### src/design/mult_if_pkg.sv
package mult_if_pkg;

    ////////////////////
    // Opcode
    ////////////////////

    // Selects the 2x2 block used in the low lanes
    typedef enum logic {
        MUL_EXACT  = 1'b0,
        MUL_APPROX = 1'b1
    } mult_op_e;

    ////////////////////
    // Request and result seen at the top level
    ////////////////////

    // Two's complement operands plus opcode, 17 bits
    typedef struct packed {
        logic signed [7:0] a;
        logic signed [7:0] b;
        mult_op_e          op;
    } mult_req_t;

    // Two's complement product
    typedef struct packed {
        logic signed [15:0] product;
    } mult_rsp_t;

endpackage

### src/design/mult_arith_pkg.sv
package mult_arith_pkg;

    import mult_if_pkg::*;

    ////////////////////
    // Datapath sizes
    ////////////////////

    // Operand width, tied to the 2-bit digit split
    localparam int OPND_W = 8;

    // 2-bit digits in the magnitude of a
    localparam int DIGITS = OPND_W / 2;

    // Digit (max 3) times magnitude (max 255) fits in 10 bits
    localparam int ROW_W = 10;

    ////////////////////
    // Internal structs
    ////////////////////

    // Sign-magnitude form of a request, 18 bits
    typedef struct packed {
        logic [DIGITS-1:0][1:0] a_digits;
        logic [OPND_W-1:0]      b_mag;
        logic                   neg;
        mult_op_e               op;
    } split_t;

    // One lane product
    typedef logic [ROW_W-1:0] row_t;

endpackage

### src/design/operand_splitter.sv
`timescale 1ns/1ps

module operand_splitter
    import mult_if_pkg::*, mult_arith_pkg::*;
(
    input  logic      clk,
    input  logic      rst_n,
    input  logic      in_valid,
    input  mult_req_t req,
    output logic      split_valid,
    output split_t    split
);

    logic [OPND_W-1:0] a_mag;
    logic [OPND_W-1:0] b_mag;
    logic              a_zero;
    logic              b_zero;
    logic              prod_neg;
    split_t            split_next;

    ////////////////////
    // Sign-magnitude conversion
    ////////////////////

    // Magnitude of -128 wraps to 8'h80, read as unsigned 128
    assign a_mag = req.a[OPND_W-1] ? (~req.a + 1'b1) : req.a;
    assign b_mag = req.b[OPND_W-1] ? (~req.b + 1'b1) : req.b;

    assign a_zero = (a_mag == '0);
    assign b_zero = (b_mag == '0);

    // Zero result always positive
    assign prod_neg = (req.a[OPND_W-1] ^ req.b[OPND_W-1]) & ~a_zero & ~b_zero;

    always_comb begin
        split_next.b_mag = b_mag;
        split_next.neg   = prod_neg;
        split_next.op    = req.op;
        // Digit i of a covers bits 2i+1:2i
        for (int i = 0; i < DIGITS; i++) begin
            split_next.a_digits[i] = a_mag[2*i +: 2];
        end
    end

    ////////////////////
    // Output register
    ////////////////////

    always_ff @(posedge clk) begin
        if (!rst_n) begin
            split_valid <= 1'b0;
            split       <= '0;
        end else begin
            split_valid <= in_valid;
            if (in_valid) begin
                split <= split_next;
            end
        end
    end

endmodule

### src/design/digit_row_mult.sv
`timescale 1ns/1ps

module digit_row_mult
    import mult_if_pkg::*, mult_arith_pkg::*;
#(
    parameter int LANE         = 0,
    parameter int APPROX_LANES = 2
) (
    input  logic              clk,
    input  logic              rst_n,
    input  logic              split_valid,
    input  logic [1:0]        digit,
    input  logic [OPND_W-1:0] b_mag,
    input  mult_op_e          op,
    output logic              row_valid,
    output row_t              row
);

    // 2-bit pieces of b_mag
    localparam int PIECES = OPND_W / 2;

    // Fixed at elaboration from the lane index
    localparam bit LANE_APPROX = (LANE < APPROX_LANES);

    logic use_approx;
    row_t row_sum;

    ////////////////////
    // 2x2 blocks
    ////////////////////

    function automatic logic [3:0] mul2x2_exact(input logic [1:0] x, input logic [1:0] y);
        logic p00;
        logic p01;
        logic p10;
        logic p11;
        logic carry;
        p00   = x[0] & y[0];
        p01   = x[0] & y[1];
        p10   = x[1] & y[0];
        p11   = x[1] & y[1];
        carry = p01 & p10;
        return {carry & p11, carry ^ p11, p01 ^ p10, p00};
    endfunction

    // K-map version, drops the carry so 3x3 gives 7
    function automatic logic [3:0] mul2x2_kmap(input logic [1:0] x, input logic [1:0] y);
        logic p00;
        logic p01;
        logic p10;
        logic p11;
        p00 = x[0] & y[0];
        p01 = x[0] & y[1];
        p10 = x[1] & y[0];
        p11 = x[1] & y[1];
        return {1'b0, p11, p01 | p10, p00};
    endfunction

    assign use_approx = (op == MUL_APPROX) && LANE_APPROX;

    // Partial products shifted by 2 bits per piece
    always_comb begin : row_build
        logic [1:0] piece;
        logic [3:0] pp;
        row_sum = '0;
        for (int j = 0; j < PIECES; j++) begin
            piece   = b_mag[2*j +: 2];
            pp      = use_approx ? mul2x2_kmap(digit, piece) : mul2x2_exact(digit, piece);
            row_sum = row_sum + (ROW_W'(pp) << (2*j));
        end
    end

    always_ff @(posedge clk) begin
        if (!rst_n) begin
            row_valid <= 1'b0;
            row       <= '0;
        end else begin
            row_valid <= split_valid;
            if (split_valid) begin
                row <= row_sum;
            end
        end
    end

endmodule

### src/design/row_accumulator.sv
`timescale 1ns/1ps

module row_accumulator
    import mult_if_pkg::*, mult_arith_pkg::*;
(
    input  logic              clk,
    input  logic              rst_n,
    input  logic              row_valid,
    input  row_t [DIGITS-1:0] rows,
    input  logic              neg,
    output logic              out_valid,
    output mult_rsp_t         rsp
);

    localparam int PROD_W = 2 * OPND_W;

    logic              neg_q;
    logic [PROD_W-1:0] mag;
    logic [PROD_W-1:0] prod_next;

    ////////////////////
    // Sign alignment
    ////////////////////

    // Sign leaves the splitter one cycle ahead of the rows
    always_ff @(posedge clk) begin
        if (!rst_n) begin
            neg_q <= 1'b0;
        end else begin
            neg_q <= neg;
        end
    end

    ////////////////////
    // Shift-add of rows
    ////////////////////

    always_comb begin
        mag = '0;
        // Row i weighted by 4**i
        for (int i = 0; i < DIGITS; i++) begin
            mag = mag + (PROD_W'(rows[i]) << (2*i));
        end
    end

    // Back to two's complement
    assign prod_next = neg_q ? (~mag + 1'b1) : mag;

    always_ff @(posedge clk) begin
        if (!rst_n) begin
            out_valid <= 1'b0;
            rsp       <= '0;
        end else begin
            out_valid <= row_valid;
            if (row_valid) begin
                rsp.product <= prod_next;
            end
        end
    end

endmodule

### src/design/approx_mult_top.sv
`timescale 1ns/1ps

module approx_mult_top
    import mult_if_pkg::*, mult_arith_pkg::*;
#(
    parameter int APPROX_LANES = 2
) (
    input  logic      clk,
    input  logic      rst_n,
    input  logic      in_valid,
    input  mult_req_t req,
    output logic      out_valid,
    output mult_rsp_t rsp
);

    logic              split_valid;
    split_t            split;
    logic [DIGITS-1:0] lane_valid;
    row_t [DIGITS-1:0] rows;

    // Lane count limits the approximate range
    if (APPROX_LANES < 0 || APPROX_LANES > DIGITS) begin : g_bad_param
        $error("APPROX_LANES out of range");
    end

    operand_splitter u_splitter (
        .clk         (clk),
        .rst_n       (rst_n),
        .in_valid    (in_valid),
        .req         (req),
        .split_valid (split_valid),
        .split       (split)
    );

    ////////////////////
    // Lanes, one per digit of a
    ////////////////////

    for (genvar i = 0; i < DIGITS; i++) begin : g_lane
        digit_row_mult #(
            .LANE         (i),
            .APPROX_LANES (APPROX_LANES)
        ) u_lane (
            .clk         (clk),
            .rst_n       (rst_n),
            .split_valid (split_valid),
            .digit       (split.a_digits[i]),
            .b_mag       (split.b_mag),
            .op          (split.op),
            .row_valid   (lane_valid[i]),
            .row         (rows[i])
        );
    end

    // All lanes run in step, lane 0 stands for them
    row_accumulator u_accum (
        .clk       (clk),
        .rst_n     (rst_n),
        .row_valid (lane_valid[0]),
        .rows      (rows),
        .neg       (split.neg),
        .out_valid (out_valid),
        .rsp       (rsp)
    );

endmodule

### config.mk
export PLATFORM = sky130hd
export DESIGN_NAME = approx_mult_top
export DESIGN_NICKNAME = d
export VERILOG_FILES = /design/src/design/mult_if_pkg.sv /design/src/design/mult_arith_pkg.sv /design/src/design/operand_splitter.sv /design/src/design/digit_row_mult.sv /design/src/design/row_accumulator.sv /design/src/design/approx_mult_top.sv
export SDC_FILE = /design/constraint.sdc
export NUM_CORES = 1
export LEC_CHECK = 0
export ABC_AREA = 1
export BUFFER_PORTS_ARGS = -buffer_cell sky130_fd_sc_hd__buf_2
export CAP_MARGIN = 5
export CORE_UTILIZATION = 50
export CTS_CLUSTER_DIAMETER = 50
export DETAILED_ROUTE_END_ITERATION = 10
export HOLD_SLACK_MARGIN = 0.02
export PLACE_DENSITY_LB_ADDON = 0.3
export SETUP_SLACK_MARGIN = 0.3
export SKIP_CTS_REPAIR_TIMING = 1
export SYNTH_ARGS = -nofsm -noshare
export SYNTH_HDL_FRONTEND = slang
export SYNTH_HIERARCHICAL = 1
export SYNTH_SLANG_ARGS = --single-unit
### constraint.sdc
create_clock -name clk -period 4.14 [get_ports clk]
set_input_delay 0.207 -clock clk [delete_from_list [all_inputs] [get_ports clk]]
set_output_delay 0.207 -clock clk [all_outputs]
set_load 0.01 [all_outputs]
==> qor.csv <==
stage,metric,value,unit
pwr,P_leak,4.85,nW
timing,Worst Tran Pin Value,0.945,ns
worst_setup_path,CP Launch Type,register,
job,max-cap viol count,0,
timing,"Hold Violations, Final",0,
timing,Final Slew Violations,0,
floorplan,Die X,123,µm
pwr,worst vdd ir,193,µV
drt,post-route ant nets,0,
worst_setup_path,Worst R2R End,g_lane[3].u_lane/row[8],
clocking,worst skew pair latency,0.34,ns
finish,area grow syn2layout,8.02,%
pwr,pwr dens,283,nW/µm²
worst_hold_path,Worst Hold Class,primary input to register,
worst_setup_path,"Slowest-stage cell, CP",fa_1,
timing,FMAX,311,MHz
timing,Final period util,77.6,%
timing,RSZ-0062 raised after global routing,false,
yosys,Syn Area/Cell,6.45,µm²
worst_setup_path,Top Family by Delay on Critical Path,adder cells,
floorplan,Die Y,123,µm
clocking,Num CTS Buffers,9,
worst_setup_path,Crit. End Element,register,
placement,hpwl dp,12500,µm
placement,pre-CTS setup slack,0.969,ns
worst_setup_path,Reg2Reg Launch Point,u_splitter/split[16],
global_routing,Tot GR Track Use,23.2,%
finish,multi-input logic area,4660,µm²
floorplan,Core ar.,14100,µm²
placement,# port buffers,36,
clocking,H-tree Lvls,3,
timing,clk_skew,0.00368,ns
worst_setup_path,Crit path depth,16,
timing,Hold WS,0.101,ns
yosys,Post-Syn Area,7350,µm²
worst_setup_path,Worst Path Required,4.38,ns
run_status,status,finished clean,
worst_setup_path,"Data arrival, critical path",3.45,ns
worst_setup_path,Register-to-Register Setup Slack,0.93,ns
worst_setup_path,crit-path max FO,9,
drt,1st-pass router iterations,5,
global_routing,initial antenna violation count,2,
worst_hold_path,Worst Hold Endpoint,u_splitter/split[0],
finish,Total Nets Final,1293,
timing,crit path time final,3.21,ns
clocking,CTS root buf,clkbuf_16,
finish,Register Area,1560,µm²
drt,final wirelength,15900,µm
floorplan,Starting Density,52.2,%
global_routing,first-pass GRT wire length,27600,µm
floorplan,Ports,37,
worst_setup_path,crit path kind,register to register,
finish,ratio of cells with drive above 1 in the final layout,9.78,%
timing,final setup fails,0,
clocking,clock-pin slew on the worst setup and hold paths,0.06,ns
drt,drt wl/cell,11.8,µm
clocking,clock sink count,78,
global_routing,vias in the first global route,6177,
floorplan,row count,43,
worst_hold_path,HP Start,req[0],
drt,DRC violation count after routing,0,
yosys,Ys Warns,6,
drt,DR vias,6550,
finish,Filler cells,1362,
global_routing,GR Overflow Total,0,
drt,average vias per placed instance,4.86,
clocking,Bufs on Longest Clock Path,2,
clocking,CTS tree,yes,
timing,Slew headroom,37.0,%
placement,GP Congestion,0.848,
yosys,Mapped Nets,1271,
worst_hold_path,hold depth,3,
worst_setup_path,crit-path max cell delay,0.41,ns
global_routing,largest net degree at the start of global routing,52,
worst_setup_path,WP buf/inv,4,
worst_setup_path,CP Cell Sequence,nand2_1 -> inv_1 -> ha_1 -> ha_1 -> ha_1 -> inv_1 -> fa_1 -> nand3b_1 -> nand2_1 -> xnor2_1 -> inv_1 -> ha_1 -> fa_1 -> xor2_1 -> o21ai_0 -> inv_1,
timing,Final WS setup,0.926,ns
yosys,cells after synthesis,1140,
worst_setup_path,Worst Reg-to-Reg Cells,16,
drt,DRT iter0 DRCs,323,
timing,Final TNS setup,0,ns
floorplan,die area,15200,µm²
## report_power, final
group	switching (W)	internal (W)
clock	0.000300	0.000555
combinational	0.000339	0.000195
sequential	0.0000597	0.000796
## metrics by stage
step | cell area [µm²] | util [%] | power [W] | instances
global route | 7940 | 56.3 | 0.00240 | 1346
detailed placement | 7610 | 54.0 | 0.00141 | 1331
CTS | 7940 | 56.3 | 0.00227 | 1346
floorplan | 7350 | - | 0.00128 | 1140
global placement | 7610 | 54.0 | 0.00140 | 1331
finish | 7940 | 56.3 | 0.00225 | 1348
## cell usage in the layout, fill, tap and decap left out
cell type	count
diode_2	2
or2_1	3
nand3_2	11
clkbuf_16	9
buf_4	2
nand3b_1	5
nand2_2	21
o211ai_1	8
bufinv_16	2
clkbuf_8	2
xor2_1	12
nand2_1	280
inv_1	249
nor2_4	2
nor3_1	1
a21oi_1	36
fa_1	19
nand3_1	60
nor2_1	108
buf_2	36
nand4_1	5
a21oi_2	2
a21o_1	1
nor2_2	14
dfxtp_1	78
a31oi_1	2
inv_2	7
clkinv_2	4
o21bai_1	2
o21ai_0	64
o21ai_1	13
nand2_4	2
xnor2_1	14
ha_1	92
## per-layer routing
layer	vias to the layer above	global-route usage (%)	share of wire, %
li1	3527	-	-
met1	2891	28.2	48
met2	98	39.6	46
met3	34	5.21	3.4
met4	0	8.89	2.6
met5	-	0	0
## worst max-delay path by stage
stage	start	end	slack, ns
2_1_floorplan	u_splitter/split[16]	g_lane[3].u_lane/row[8]	1.08
3_3_place_gp	g_lane[0].u_lane/row[4]	u_accum/rsp[14]	1.03
3_5_place_dp	u_splitter/split[16]	g_lane[3].u_lane/row[8]	0.97
4_1_cts	u_splitter/split[16]	g_lane[3].u_lane/row[8]	0.96
5_1_grt	g_lane[0].u_lane/row[4]	u_accum/rsp[14]	0.66
6_report	u_splitter/split[16]	g_lane[3].u_lane/row[8]	0.93
## registers in the layout, summed over array words and instances, names as in the netlist
signal	count
g_lane.u_lane/row	40
g_lane.u_lane/row_valid	1
u_accum/neg_q	1
u_accum/out_valid	1
u_accum/rsp	16
u_splitter/split	18
u_splitter/split_valid	1
## worst register-to-register path: stages, from the launching register on
cell and delay (ns):
dfxtp_1 0.39, nand2_1 0.09, inv_1 0.04, ha_1 0.19, ha_1 0.29, ha_1 0.22, inv_1 0.07, fa_1 0.41
nand3b_1 0.18, nand2_1 0.11, xnor2_1 0.12, inv_1 0.05, ha_1 0.21, fa_1 0.38, xor2_1 0.16, o21ai_0 0.15
inv_1 0.05
## final cells by class
type | instances | share of cell area, %
Antenna cell | 2 | 0.0630
Clock buffer | 11 | 3.18
Timing Repair Buffer | 38 | 2.46
Inverter | 258 | 12.2
Multi-Input combinational cell | 777 | 58.7
Tap cell | 180 | 2.84
Clock inverter | 4 | 0.882
Sequential cell | 78 | 19.7
Note: power is estimated with default switching activity, not from simulation.
